--- config.mk ---
export PLATFORM = sky130hd
export DESIGN_NAME = cnn_top
export DESIGN_NICKNAME = d
export VERILOG_FILES = /design/src/cnn_pkg.sv /design/src/cnn_top.sv /design/src/max_pool_drain.sv /design/src/conv_channel.sv /design/src/window_feeder.sv
export VERILOG_INCLUDE_DIRS = /design/src
export SDC_FILE = /design/constraint.sdc
export NUM_CORES = 1
export LEC_CHECK = 0
export CORE_UTILIZATION = 43
export CTS_CLUSTER_DIAMETER = 30
export DETAILED_ROUTE_END_ITERATION = 6
export DONT_BUFFER_PORTS = 1
export PLACE_DENSITY_LB_ADDON = 0.08
export SLEW_MARGIN = 10
export SYNTH_ARGS = -nofsm -noshare
export SYNTH_HDL_FRONTEND = slang
export SYNTH_SLANG_ARGS = --single-unit
--- constraint.sdc ---
create_clock -name clock_i -period 9.1 [get_ports clock_i]
set_input_delay 0.455 -clock clock_i [delete_from_list [all_inputs] [get_ports clock_i]]
set_output_delay 0.455 -clock clock_i [all_outputs]
set_load 0.005 [all_outputs]
--- src/cnn_defines.svh ---
// Sizing macros for the streaming convolution and max-pooling engine
`ifndef CNN_DEFINES_SVH
`define CNN_DEFINES_SVH

// Image geometry in pixels
`define CNN_IMG_WIDTH       8
`define CNN_IMG_HEIGHT      8

// Convolution kernel side and number of output channels
`define CNN_KERNEL_SIZE     3
`define CNN_CHANNELS        4

// Data widths, weights carry 6 fractional bits
`define CNN_PIXEL_BITS      8
`define CNN_WEIGHT_BITS     8
`define CNN_WEIGHT_Q_SHIFT  6

// Side of the max-pooling block
`define CNN_POOL_SIZE       2

`endif
--- src/cnn_pkg.sv ---
// Shared data types and fixed kernel weights for the convolution engine
`include "cnn_defines.svh"

package cnn_pkg;

    // Unsigned pixel, also used for clamped feature values
    typedef logic [`CNN_PIXEL_BITS-1:0] pixel_t;

    // Signed fixed-point weight
    typedef logic signed [`CNN_WEIGHT_BITS-1:0] weight_t;

    // 3x3 window, row-major, element 0 is the top-left pixel
    typedef pixel_t [0:`CNN_KERNEL_SIZE*`CNN_KERNEL_SIZE-1] window_t;

    // Nine 8x9-bit products fit in 19 bits plus sign
    typedef logic signed [19:0] conv_sum_t;

    // One pooled result per channel, channel 0 in the low byte
    typedef pixel_t [`CNN_CHANNELS-1:0] out_word_t;

    // Per-channel kernels, row-major within each channel
    localparam weight_t [0:`CNN_CHANNELS-1][0:`CNN_KERNEL_SIZE*`CNN_KERNEL_SIZE-1]
        KERNEL_WEIGHTS = '{
            // Box average, slightly under unity gain
            '{  7,   7,   7,
                7,   7,   7,
                7,   7,   7},
            // Identity
            '{  0,   0,   0,
                0,  64,   0,
                0,   0,   0},
            // Horizontal gradient, rising to the right
            '{-32,   0,  32,
              -32,   0,  32,
              -32,   0,  32},
            // Vertical smoothing, centre row weighted double
            '{ 16,  16,  16,
               32,  32,  32,
               16,  16,  16}
        };

endpackage

--- src/cnn_top.sv ---
// Top level of the streaming convolution and max-pooling engine
`timescale 1ns/1ps
`include "cnn_defines.svh"

module cnn_top (
    input  logic               clock_i,
    input  logic               reset_i,
    input  cnn_pkg::pixel_t    pixel_i,
    input  logic               pixel_valid_i,
    output logic               upstream_stall_o,
    output cnn_pkg::out_word_t out_word_o,
    output logic               out_valid_o,
    input  logic               downstream_stall_i
);

    logic                                 pipe_hold;
    cnn_pkg::window_t                     window;
    logic                                 window_valid;
    cnn_pkg::pixel_t [`CNN_CHANNELS-1:0]  features;
    // All channels run in lockstep, channel 0 qualifies the drain
    logic [`CNN_CHANNELS-1:0]             chan_valid;
    logic                                 feature_valid;

    assign upstream_stall_o = pipe_hold;
    assign feature_valid    = chan_valid[0];

    window_feeder u_feeder (
        .clock_i        (clock_i),
        .reset_i        (reset_i),
        .hold_i         (pipe_hold),
        .pixel_i        (pixel_i),
        .pixel_valid_i  (pixel_valid_i),
        .window_o       (window),
        .window_valid_o (window_valid)
    );

    for (genvar ch = 0; ch < `CNN_CHANNELS; ch++) begin : g_channel
        conv_channel #(
            .CHANNEL (ch)
        ) u_conv (
            .clock_i         (clock_i),
            .reset_i         (reset_i),
            .hold_i          (pipe_hold),
            .window_i        (window),
            .window_valid_i  (window_valid),
            .feature_o       (features[ch]),
            .feature_valid_o (chan_valid[ch])
        );
    end

    max_pool_drain u_drain (
        .clock_i            (clock_i),
        .reset_i            (reset_i),
        .features_i         (features),
        .feature_valid_i    (feature_valid),
        .downstream_stall_i (downstream_stall_i),
        .out_word_o         (out_word_o),
        .out_valid_o        (out_valid_o),
        .pipe_hold_o        (pipe_hold)
    );

endmodule

--- src/max_pool_drain.sv ---
// Max-pool drain: 2x2 pooling over all channels and output word handshake
`timescale 1ns/1ps
`include "cnn_defines.svh"

module max_pool_drain (
    input  logic                                  clock_i,
    input  logic                                  reset_i,
    input  cnn_pkg::pixel_t [`CNN_CHANNELS-1:0]   features_i,
    input  logic                                  feature_valid_i,
    input  logic                                  downstream_stall_i,
    output cnn_pkg::out_word_t                    out_word_o,
    output logic                                  out_valid_o,
    output logic                                  pipe_hold_o
);

    localparam int CH       = `CNN_CHANNELS;
    localparam int P        = `CNN_POOL_SIZE;
    localparam int FEAT_W   = `CNN_IMG_WIDTH - `CNN_KERNEL_SIZE + 1;
    localparam int FEAT_H   = `CNN_IMG_HEIGHT - `CNN_KERNEL_SIZE + 1;
    localparam int POOL_W   = FEAT_W / P;
    localparam int COL_BITS = $clog2(FEAT_W);
    localparam int ROW_BITS = $clog2(FEAT_H);

    // Feature map position of the incoming value
    logic [COL_BITS-1:0] fcol_q;
    logic [ROW_BITS-1:0] frow_q;

    // Running maxima, one entry per pooled column and channel
    cnn_pkg::pixel_t     pmax_q [CH][POOL_W];
    cnn_pkg::pixel_t     merged [CH];

    cnn_pkg::out_word_t  out_word_q;
    logic                out_valid_q;

    logic                step;
    logic                start_blk;
    logic                end_blk;

    // Freeze everything upstream while a finished word waits
    assign pipe_hold_o = out_valid_q && downstream_stall_i;
    assign step        = feature_valid_i && !pipe_hold_o;

    assign start_blk = (fcol_q % P == 0) && (frow_q % P == 0);
    assign end_blk   = (fcol_q % P == P - 1) && (frow_q % P == P - 1);

    always_comb begin
        for (int c = 0; c < CH; c++) begin
            if (start_blk) begin
                merged[c] = features_i[c];
            end else if (features_i[c] > pmax_q[c][fcol_q / P]) begin
                merged[c] = features_i[c];
            end else begin
                merged[c] = pmax_q[c][fcol_q / P];
            end
        end
    end

    always_ff @(posedge clock_i) begin
        if (reset_i) begin
            fcol_q <= '0;
            frow_q <= '0;
        end else if (step) begin
            if (fcol_q == COL_BITS'(FEAT_W - 1)) begin
                fcol_q <= '0;
                frow_q <= (frow_q == ROW_BITS'(FEAT_H - 1)) ? '0 : frow_q + 1'b1;
            end else begin
                fcol_q <= fcol_q + 1'b1;
            end
        end
    end

    always_ff @(posedge clock_i) begin
        if (step) begin
            for (int c = 0; c < CH; c++) begin
                pmax_q[c][fcol_q / P] <= merged[c];
            end
            if (end_blk) begin
                for (int c = 0; c < CH; c++) begin
                    out_word_q[c] <= merged[c];
                end
            end
        end
    end

    // A new word may replace one that is taken on the same edge
    always_ff @(posedge clock_i) begin
        if (reset_i) begin
            out_valid_q <= 1'b0;
        end else if (step && end_blk) begin
            out_valid_q <= 1'b1;
        end else if (!downstream_stall_i) begin
            out_valid_q <= 1'b0;
        end
    end

    assign out_word_o  = out_word_q;
    assign out_valid_o = out_valid_q;

    a_word_stable_on_hold : assert property (
        @(posedge clock_i) disable iff (reset_i)
        pipe_hold_o |=> out_valid_o && $stable(out_word_o)
    );

endmodule

--- src/conv_channel.sv ---
// One convolution channel with a 3x3 signed MAC, Q-shift and clamp to pixel range
`timescale 1ns/1ps
`include "cnn_defines.svh"

module conv_channel #(
    parameter int CHANNEL = 0
) (
    input  logic             clock_i,
    input  logic             reset_i,
    input  logic             hold_i,
    input  cnn_pkg::window_t window_i,
    input  logic             window_valid_i,
    output cnn_pkg::pixel_t  feature_o,
    output logic             feature_valid_o
);

    localparam int TAPS    = `CNN_KERNEL_SIZE * `CNN_KERNEL_SIZE;
    localparam int PIX_MAX = (1 << `CNN_PIXEL_BITS) - 1;

    cnn_pkg::conv_sum_t sum;
    cnn_pkg::conv_sum_t scaled;
    cnn_pkg::pixel_t    clamped;
    cnn_pkg::pixel_t    feature_q;
    logic               feature_valid_q;

    // Pixels are zero-extended so the products stay signed
    always_comb begin
        sum = '0;
        for (int k = 0; k < TAPS; k++) begin
            sum = sum + $signed({1'b0, window_i[k]})
                      * cnn_pkg::weight_t'(cnn_pkg::KERNEL_WEIGHTS[CHANNEL][k]);
        end
        scaled = sum >>> `CNN_WEIGHT_Q_SHIFT;
        if (scaled < 0) begin
            clamped = '0;
        end else if (scaled > PIX_MAX) begin
            clamped = '1;
        end else begin
            clamped = scaled[`CNN_PIXEL_BITS-1:0];
        end
    end

    always_ff @(posedge clock_i) begin
        if (reset_i) begin
            feature_valid_q <= 1'b0;
        end else if (!hold_i) begin
            feature_valid_q <= window_valid_i;
        end
    end

    always_ff @(posedge clock_i) begin
        if (!hold_i && window_valid_i) begin
            feature_q <= clamped;
        end
    end

    assign feature_o       = feature_q;
    assign feature_valid_o = feature_valid_q;

    a_valid_low_after_reset : assert property (
        @(posedge clock_i) $fell(reset_i) |=> !feature_valid_o
    );

endmodule

--- src/window_feeder.sv ---
// Window feeder that builds 3x3 pixel windows from a raster pixel stream
`timescale 1ns/1ps
`include "cnn_defines.svh"

module window_feeder (
    input  logic             clock_i,
    input  logic             reset_i,
    input  logic             hold_i,
    input  cnn_pkg::pixel_t  pixel_i,
    input  logic             pixel_valid_i,
    output cnn_pkg::window_t window_o,
    output logic             window_valid_o
);

    localparam int K        = `CNN_KERNEL_SIZE;
    localparam int W        = `CNN_IMG_WIDTH;
    localparam int H        = `CNN_IMG_HEIGHT;
    localparam int COL_BITS = $clog2(W);
    localparam int ROW_BITS = $clog2(H);

    // Position of the next pixel to be accepted
    logic [COL_BITS-1:0] col_q;
    logic [ROW_BITS-1:0] row_q;

    // Input stage
    cnn_pkg::pixel_t     pix_q;
    logic                pix_valid_q;
    logic                win_ok_q;

    // Line buffers with the newest pixel in entry 0
    cnn_pkg::pixel_t     line_q [K-1][W];
    cnn_pkg::window_t    window_q;
    logic                window_valid_q;

    logic                accept;

    assign accept = pixel_valid_i && !hold_i;

    // Capture the pixel and note whether it closes a full window
    always_ff @(posedge clock_i) begin
        if (reset_i) begin
            col_q       <= '0;
            row_q       <= '0;
            pix_valid_q <= 1'b0;
            win_ok_q    <= 1'b0;
        end else if (!hold_i) begin
            pix_valid_q <= pixel_valid_i;
            win_ok_q    <= (row_q >= ROW_BITS'(K - 1)) && (col_q >= COL_BITS'(K - 1));
            if (accept) begin
                if (col_q == COL_BITS'(W - 1)) begin
                    col_q <= '0;
                    row_q <= (row_q == ROW_BITS'(H - 1)) ? '0 : row_q + 1'b1;
                end else begin
                    col_q <= col_q + 1'b1;
                end
            end
        end
    end

    always_ff @(posedge clock_i) begin
        if (!hold_i) begin
            pix_q <= pixel_i;
        end
    end

    // Shift line buffers and slide the window one column left
    always_ff @(posedge clock_i) begin
        if (!hold_i && pix_valid_q) begin
            for (int i = 0; i < K - 1; i++) begin
                for (int j = W - 1; j > 0; j--) begin
                    line_q[i][j] <= line_q[i][j-1];
                end
            end
            line_q[0][0] <= pix_q;
            for (int i = 1; i < K - 1; i++) begin
                line_q[i][0] <= line_q[i-1][W-1];
            end

            for (int r = 0; r < K; r++) begin
                for (int c = 0; c < K - 1; c++) begin
                    window_q[r*K+c] <= window_q[r*K+c+1];
                end
            end
            // Oldest line feeds the top row, the live pixel the bottom row
            for (int r = 0; r < K - 1; r++) begin
                window_q[r*K+K-1] <= line_q[K-2-r][W-1];
            end
            window_q[(K-1)*K+K-1] <= pix_q;
        end
    end

    always_ff @(posedge clock_i) begin
        if (reset_i) begin
            window_valid_q <= 1'b0;
        end else if (!hold_i) begin
            window_valid_q <= pix_valid_q && win_ok_q;
        end
    end

    assign window_o       = window_q;
    assign window_valid_o = window_valid_q;

    // Two pipeline stages separate reset from the first possible window
    a_no_window_after_reset : assert property (
        @(posedge clock_i) $fell(reset_i) |=> !window_valid_o
    );

endmodule

==> run metrics, run 1 <==
Pins Over Slew Limit=0; DRT Pass-1 Iters=5; DR WL met2=25.12 mm; Clock Path Buffers=3; sequential fraction of the synthesis area=0.4368; layout cell share with drive strength beyond 1=0.09494; cells after synthesis=1738; WL final=52.25 mm; CTS tree=yes; post-synth net total=2184; EDFF count, synth=320; Placement Setup Slack=2.236 ns; Async S/R FF share, synth=0; core area=51720 sq um; clk_lat worst skew=0.63 ns; die width=231.7 microns; Max stage delay on crit path=0.59 ns; ys flop type=edfxtp_1; CP startpoint kind=register; RSZ-0062 raised after global routing=false; worst vdd ir=0.0001560 V; Critical R2R Launch=u_feeder.window_o[0]; CTS root buffer=clkbuf_16; DP Wirelength=40.87 mm; synth top area cells=edfxtp_1 42%, fa_1 20%, ha_1 11%; initial core utilization=0.4387; RD Place Congestion=0.8698; Final nets=2273; number of remaining DRC errors=0; vias in the first global route=14097; Critical Path Sink Type=register; Crit Path Category=reg2reg; Max-Cap Viols=0; Filler cells=4451; initial antenna violation count=1; Via-to-Cell Ratio=5.037; first-pass GRT wire length=81.62 mm; Synth Area per Inst=13.05 sq um; synth-to-layout area growth=16.97%; Worst-Margin Slew=0.9287 ns; Tmin final=6.855 ns; GR Overflow Total=0; final number of hold-violating endpoints=0; CP dominant cell by count=fa_1; Yosys top cell area share=0.4236; initial DRC count=622; total negative slack=0 ns; Worst R2R Path Depth=22; Worst Clk Skew=0.05639 ns; Slew headroom=0.3809; Met3 Wirelength=1.668 mm; Lkg Pwr=11.12 nW; port bufs=0; fmax=145.9 MHz; synthesized area=22690 sq um; Yosys reg bits=335; highest metal used=met4; fin util=0.5131; Final WS setup=2.245 ns; Crit-path slowest cell=fa_1; H-tree depth=3; clock sinks=335; Worst R2R End=g_channel[0].u_conv.feature_o[6]; Worst Path Required=9.44 ns; Syn. warnings=0; TritonCTS buffer count=86; largest net degree at the start of global routing=70; die area=53680 sq um; I/O Pins=46; Finished Cell Area=26540 sq um; cell taking the most area after synthesis=edfxtp_1; Die H=231.7 microns; commonest non-fill, non-tap cells in the layout=320 x edfxtp_1, 298 x inv_1, 231 x fa_1, 203 x ha_1, 86 x clkbuf_16; detailed-route via count=12980; final setup fails=0; r2r setup slk=2.24 ns; clock-pin slew on the worst setup and hold paths=0.05 ns; Hold EP=u_feeder.pix_valid_q; routed len/inst=20.27 microns; row count=83; hold crit path type=in2reg; Placed Area=23560 sq um; Worst Hold Launch=pixel_valid_i; Cell Pwr Density=187.1 nW/um^2; crit path cell chain=fa_1, ha_1, inv_1, fa_1, nor2b_1, o21ai_0, a21boi_1, o21a_1, nor2_1, xnor2_1, fa_1, fa_1, fa_1, inv_1, fa_1, inv_1, ha_1, a2111o_1, o221ai_2, nand2b_1, a31oi_1, o2111ai_1; placed insts=2409; Post-CTS Setup Bufs=0; final worst path period share=0.7533; Data arrival, critical path=7.19 ns; WL met1=24.00 mm; crit path from=u_feeder.window_o[0]; gr usage total=0.2049; library cells used by synthesis=61; commonest non-fill, non-tap cell in the layout=edfxtp_1; status=finished clean; final cell count without fillers=2577; Hold Crit Depth=2; worst-path fanout max=6; ANT nets after route=0
==> power breakdown <==
part	internal [mW]	switching, mW
logic	0.131	0.188
registers	1.70	0.00375
clock network	1.95	0.997
==> layout make-up <==
type                    instances  area, sq um  share of cell area
well taps                     680        850.8             0.03206
multi-input cells            1084        11590              0.4368
inverters                     298         1119             0.04215
flip-flops and latches        335         9911              0.3735
diodes                          1        2.502          0.00009430
repair buffers                 22        190.2            0.007167
clock buffers                  92         2175             0.08195
clock inverters                65        698.2             0.02631
==> routing by layer <==
layer	GRT usage	up-vias
li1	-	6147
met1	0.2713	6506
met2	0.3407	230
met3	0.03622	97
met4	0.06620	0
met5	0	-
==> cell usage after synthesis, drive strengths merged, types with 2 or more instances <==
cell    count
edfxtp    320
inv       298
fa        231
ha        203
a21oi      85
nor2       68
mux2i      62
xnor2      59
nand2      44
xor2       41
a21o       37
nor2b      31
o21ai      31
nand3      26
o21a       21
nand2b     18
nor3       17
dfxtp      15
o21bai     15
clkbuf     14
a31oi      12
buf         7
o41a        7
o41ai       7
a211oi      6
and3        6
nand4       6
a21boi      5
and2        5
mux2        5
nor3b       5
nor4        3
o211ai      3
o221ai      3
o22ai       3
or2         3
a221o       2
a221oi      2
nand3b      2
==> stage by stage <==
step / power, mW / hold WS (ns)
2_1_floorplan: 1.961 / 0.4003
3_3_place_gp: 2.034 / 0.4003
3_5_place_dp: 2.041 / 0.4045
4_1_cts: 5.020 / 0.06323
5_1_grt: 5.134 / 0.1458
6_report: 4.964 / 0.1084
==> logic make-up (layout without fill, tap and decap cells) <==
kind of cell | Yosys count | after routing | synth area share
mux | 67 | 67 | 0.02984
buf+inv | 319 | 477 | 0.05294
other cells | 0 | 1 | 0
simple gates | 236 | 236 | 0.05201
fa+ha+maj | 434 | 434 | 0.3158
compound gates | 247 | 247 | 0.07401
xor+xnor | 100 | 100 | 0.03861
flops | 335 | 335 | 0.4368
==> how the worst max path moves through the flow <==
stage                                                  end  slack (ns)
after floorplan           g_channel[0].u_conv.feature_o[6]        2.82
after global placement    g_channel[0].u_conv.feature_o[6]        2.30
final                     g_channel[0].u_conv.feature_o[6]        2.24
after detailed placement  g_channel[0].u_conv.feature_o[6]        2.24
after global routing      g_channel[0].u_conv.feature_o[6]        1.81
after CTS                 g_channel[0].u_conv.feature_o[6]        2.21
==> registers in the layout, summed over array words and instances, names as in the netlist <==
| signal | cells |
|---|---|
| u_drain.pmax_q | 96 |
| u_feeder.line_q | 86 |
| u_feeder.window_o | 66 |
| g_channel.u_conv.feature_o | 32 |
| u_drain.out_word_o | 32 |
| u_feeder.pix_q | 8 |
| u_drain.fcol_q | 3 |
| u_feeder.col_q | 3 |
| u_feeder.row_q | 3 |
| g_channel.u_conv.feature_valid_o | 1 |
| u_drain.frow_q | 1 |
| u_drain.out_valid_o | 1 |
| u_feeder.pix_valid_q | 1 |
| u_feeder.win_ok_q | 1 |
| u_feeder.window_valid_o | 1 |
==> critical path, delay by kind of cell (launching register included) <==
kind / cells / cell delay (ns)
XOR/XNOR: 1 / 0.23
AND/OR/NAND/NOR: 3 / 0.33
flip-flops: 1 / 0.54
buffers and inverters: 3 / 0.15
adder cells (fa/ha/maj): 8 / 3.63
AO/OA/AOI/OAI: 7 / 1.70
==> timing repair <==
| item | CTS | global route |
|---|---|---|
| endpoints found under the hold margin | 23 | 0 |
| hold buffers | 10 | 0 |
| gates resized for setup | 0 | 0 |
Note: power is estimated with default switching activity, not from simulation.
==> run 2: changes to the inputs <==
Clock period 9.1 ns to 6.7 ns, I/O delays scaled along.
==> run metrics, run 2 (synthesis results as in run 1) <==
status=finished clean; vias in the first global route=14304; Critical Path Sink Type=register; Pins Over Slew Limit=0; routed len/inst=20.42 microns; CP dominant cell by count=fa_1; Clock Path Buffers=3; Power Total=7.058 mW; Cell Pwr Density=259.7 nW/um^2; CTS tree=yes; die area=53680 sq um; Final WS setup=0.1800 ns; detailed-route via count=13239; WL final=53.85 mm; max reg flops=96; total negative slack=0 ns; clock-pin slew on the worst setup and hold paths=0.05 ns; placed insts=2454; commonest non-fill, non-tap cells in the layout=320 x edfxtp_1, 298 x inv_1, 228 x fa_1, 203 x ha_1, 90 x clkbuf_16; final cell count without fillers=2637; TritonCTS buffer count=88; row count=83; Via-to-Cell Ratio=5.020; GR Overflow Total=0; initial core utilization=0.4387; worst-path fanout max=4; die width=231.7 microns; CTS root buffer=clkbuf_16; I/O Pins=46; initial antenna violation count=0; Data arrival, critical path=6.88 ns; final worst path period share=0.9731; DP Wirelength=42.18 mm; initial DRC count=543; layout cell share with drive strength beyond 1=0.1216; worst vdd ir=0.0001808 V; Die H=231.7 microns; RSZ-0062 raised after global routing=false; RD Place Congestion=0.8894; largest net degree at the start of global routing=59; first-pass GRT wire length=83.64 mm; Max-Cap Viols=0; clock sinks=335; crit path cell chain=buf_4, fa_1, ha_1, nor2b_1, o21ai_0, nand2b_1, a21o_1, a21o_1, xor2_1, fa_1, inv_1, fa_1, fa_1, inv_1, fa_1, inv_1, ha_1, a2111o_1, o221ai_2, nand2b_1, a31oi_2, buf_4, nand2_1; ANT nets after route=0; Crit-path slowest cell=fa_1; gr usage total=0.2107; Final nets=2333; fmax=153.4 MHz; Worst Clk Skew=0.02654 ns; Max stage delay on crit path=0.58 ns; core area=51720 sq um; number of remaining DRC errors=0; final setup fails=0; Tmin final=6.520 ns; Antenna Cells=0; clk_lat worst skew=0.61 ns; fin util=0.5255; synth-to-layout area growth=19.80%; port bufs=0; hold crit path type=in2reg; Worst-Margin Slew=0.9326 ns; commonest non-fill, non-tap cell in the layout=edfxtp_1; DRT Pass-1 Iters=4; H-tree depth=3; Reg with most FFs=u_drain.pmax_q; Crit Path Category=reg2reg; Slew headroom=0.3783; Worst Path Required=7.06 ns; final number of hold-violating endpoints=0; CP startpoint kind=register; r2r setup slk=0.18 ns; Lkg Pwr=11.52 nW; Placement Setup Slack=0.1550 ns
[run 2: changes by cell type in the layout (fill, tap and decap cells not counted), sizes merged]
| cell | change |
|---|---|
| buf | +58 |
| clkbuf | +11 |
| clkinvlp | -11 |
| bufinv | +8 |
| inv | -5 |
| diode | -1 |
[run 2: layout make-up]
cell class / instances / area (sq um)
Clock buffer: 103 / 2301
Clock inverter: 57 / 752.0
Fill cell: 4417 / 24540
Inverter: 298 / 1119
Multi-Input combinational cell: 1084 / 11620
Sequential cell: 335 / 9911
Tap cell: 680 / 850.8
Timing Repair Buffer: 80 / 625.6
[run 2: routing by layer]
metal | global-route usage | wire length, microns | share of wire
met1 | 0.2812 | 24720 | 0.46
met2 | 0.3387 | 25430 | 0.47
met3 | 0.04371 | 2161 | 0.040
met4 | 0.07730 | 1540 | 0.029
met5 | 0 | 0 | 0
[run 2: critical path: cells and delay by family (launching register included)]
| kind | cells | cell delay, ns |
|---|---|---|
| adder cells (fa/ha/maj) | 7 | 3.34 |
| AO/OA/AOI/OAI | 6 | 1.33 |
| buffers and inverters | 5 | 0.54 |
| AND/OR/NAND/NOR | 4 | 0.45 |
| flip-flops | 1 | 0.44 |
| XOR/XNOR | 1 | 0.16 |
[run 2: stage by stage]
stage | hold slack [ns] | area [sq um]
2_1_floorplan | 0.4003 | 22690
3_3_place_gp | 0.4012 | 23900
3_5_place_dp | 0.4045 | 23900
4_1_cts | 0.06185 | 27050
5_1_grt | 0.1261 | 27180
6_report | 0.08796 | 27180
[run 2: worst paths after layout]
kind                                             start                               end  cells past startpoint
worst min register to register  u_feeder.line_q[1][17]             u_feeder.line_q[1][9]                      0
worst max-delay path             u_feeder.window_o[34]  g_channel[0].u_conv.feature_o[3]                     23
worst min-delay path                     pixel_valid_i                 u_feeder.row_q[0]                      3
worst max register to register   u_feeder.window_o[34]  g_channel[0].u_conv.feature_o[3]                     23
[run 2: repair_timing]
item                       in CTS  in global routing
resized for setup               0                  9
setup endpoints to repair       0                  8
buffers inserted                0                 13
hold endpoints to repair       23                  0
hold buffers                   10                  0
[run 2: where the power goes]
part           switching (mW)  leakage [nW]  total [mW]  internal (mW)
Sequential            0.00369          3.07        2.31           2.30
Combinational           0.258          6.98       0.449          0.191
Clock                    1.28          1.48        4.30           3.02
Total                    1.55          11.5        7.06           5.51
==> run 3: changes to the inputs <==
Settings changed: CORE_UTILIZATION 43 to 55.
Clock period 6.7 ns to 7.2 ns, I/O delays scaled along.
==> run metrics, run 3 (synthesis results as in run 1) <==
max reg flops=96; clock-pin slew on the worst setup and hold paths=0.05 ns; commonest non-fill, non-tap cell in the layout=edfxtp_1; H-tree depth=3; row count=74; Final WS setup=0.3466 ns; Met3 Wirelength=2.830 mm; Antenna Cells=0; vias in the first global route=14145; TritonCTS buffer count=74; Worst Path Required=7.50 ns; I/O Pins=46; Tmin final=6.853 ns; Filler cells=3101; Cell Pwr Density=227.7 nW/um^2; Die H=205.1 microns; status=finished clean; detailed-route via count=13091; die area=42060 sq um; layout cell share with drive strength beyond 1=0.08894; worst-path fanout max=7; final setup fails=0; total negative slack=0 ns; CP startpoint kind=register; final worst path period share=0.9519; die width=205.1 microns; Critical Path Sink Type=register; first-pass GRT wire length=78.42 mm; core area=40740 sq um; highest metal used=met4; hold crit path type=in2reg; Lkg Pwr=11.05 nW; port bufs=0; initial DRC count=670; Worst Clk Skew=0.01890 ns; Data arrival, critical path=7.15 ns; final number of hold-violating endpoints=0; synth-to-layout area growth=15.19%; Via-to-Cell Ratio=5.407; fmax=145.9 MHz; CTS root buffer=clkbuf_16; GR Overflow Total=0; Placement Setup Slack=0.3279 ns; Reg with most FFs=u_drain.pmax_q; gr usage total=0.2541; DP Wirelength=38.57 mm; RD Place Congestion=0.8959; clk_lat worst skew=0.59 ns; routed len/inst=20.65 microns; DRT Pass-1 Iters=5; CTS tree=yes; WL met1=21.35 mm; commonest non-fill, non-tap cells in the layout=320 x edfxtp_1, 298 x inv_1, 231 x fa_1, 203 x ha_1, 83 x a21oi_1; clock sinks=335; RSZ-0062 raised after global routing=false; DR WL met2=24.08 mm; Clock Path Buffers=3; ANT nets after route=0; worst vdd ir=0.0002053 V; number of remaining DRC errors=0; Post-CTS Setup Bufs=0; initial core utilization=0.5569; Worst-Margin Slew=0.9209 ns; Pins Over Slew Limit=0; Power Total=5.949 mW; placed insts=2275; Slew headroom=0.3848; largest net degree at the start of global routing=59; WL final=50.00 mm; final cell count without fillers=2421; initial antenna violation count=0; Max-Cap Viols=0; Crit Path Category=reg2reg; Final nets=2275
run 3: cell count changes in the layout (fill, tap and decap cells not counted), sizes merged:
cell	before	now
buf	70	26
clkbuf	103	82
clkinv	32	25
inv	302	309
bufinv	15	10
clkinvlp	6	8
run 3: worst max-delay path, stage by stage, from the launching register on:
cell and delay [ns]:
edfxtp_1 0.62, fa_1 0.51, ha_1 0.21, inv_1 0.07, fa_1 0.19, nor2b_1 0.06, o21ai_0 0.33, nand2b_1 0.15
a21o_1 0.19, a21o_1 0.19, xnor2_1 0.18, fa_1 0.51, fa_1 0.54, fa_1 0.55, inv_1 0.06, fa_1 0.53
inv_1 0.04, ha_1 0.34, a2111o_1 0.41, o221ai_2 0.24, nand2b_1 0.17, a31oi_2 0.31, o2111ai_1 0.17
run 3: area by class of cell:
class | instances | area, sq um | share of cell area
Sequential cell | 335 | 9911 | 0.3792
Clock inverter | 54 | 595.6 | 0.02279
Inverter | 298 | 1119 | 0.04280
Clock buffer | 82 | 1946 | 0.07445
Tap cell | 532 | 665.6 | 0.02547
Multi-Input combinational cell | 1084 | 11600 | 0.4440
Timing Repair Buffer | 36 | 295.3 | 0.01130
run 3: path summary, 6_finish.rpt:
kind,depth (start not counted),slack [ns],start,end
max,22,0.35,u_feeder.window_o[18],g_channel[0].u_conv.feature_o[6]
min,2,0.05,pixel_valid_i,u_feeder.pix_valid_q
max reg2reg,22,0.35,u_feeder.window_o[18],g_channel[0].u_conv.feature_o[6]
min reg2reg,0,0.41,u_feeder.line_q[1][5],u_feeder.window_o[53]
run 3: metal layers:
metal / vias to the layer above / GRT usage
met1: 6549 / 0.3207
met2: 313 / 0.4186
li1: 6142 / -
met5: - / 0
met4: 0 / 0.1061
met3: 87 / 0.06204
run 3: where the power goes:
part | switching [mW] | internal (mW)
clock | 1.09 | 2.31
sequential | 0.00423 | 2.14
combinational | 0.239 | 0.165
total | 1.33 | 4.62
run 3: repair_timing:
item | in CTS | in global routing
hold buffers | 10 | 0
gates resized for setup | 0 | 1
endpoints found under the setup margin | 0 | 2
hold endpoints to repair | 23 | 0
run 3: stage by stage:
| step | utilization | cell area, sq um | hold slack (ns) |
|---|---|---|---|
| CTS | 0.6413 | 26130 | 0.02907 |
| detailed placement | 0.5765 | 23490 | 0.4045 |
| finish | 0.6415 | 26130 | 0.05416 |
| global placement | 0.5765 | 23490 | 0.4004 |
| global route | 0.6415 | 26130 | 0.08755 |
| floorplan | - | 22690 | 0.4003 |
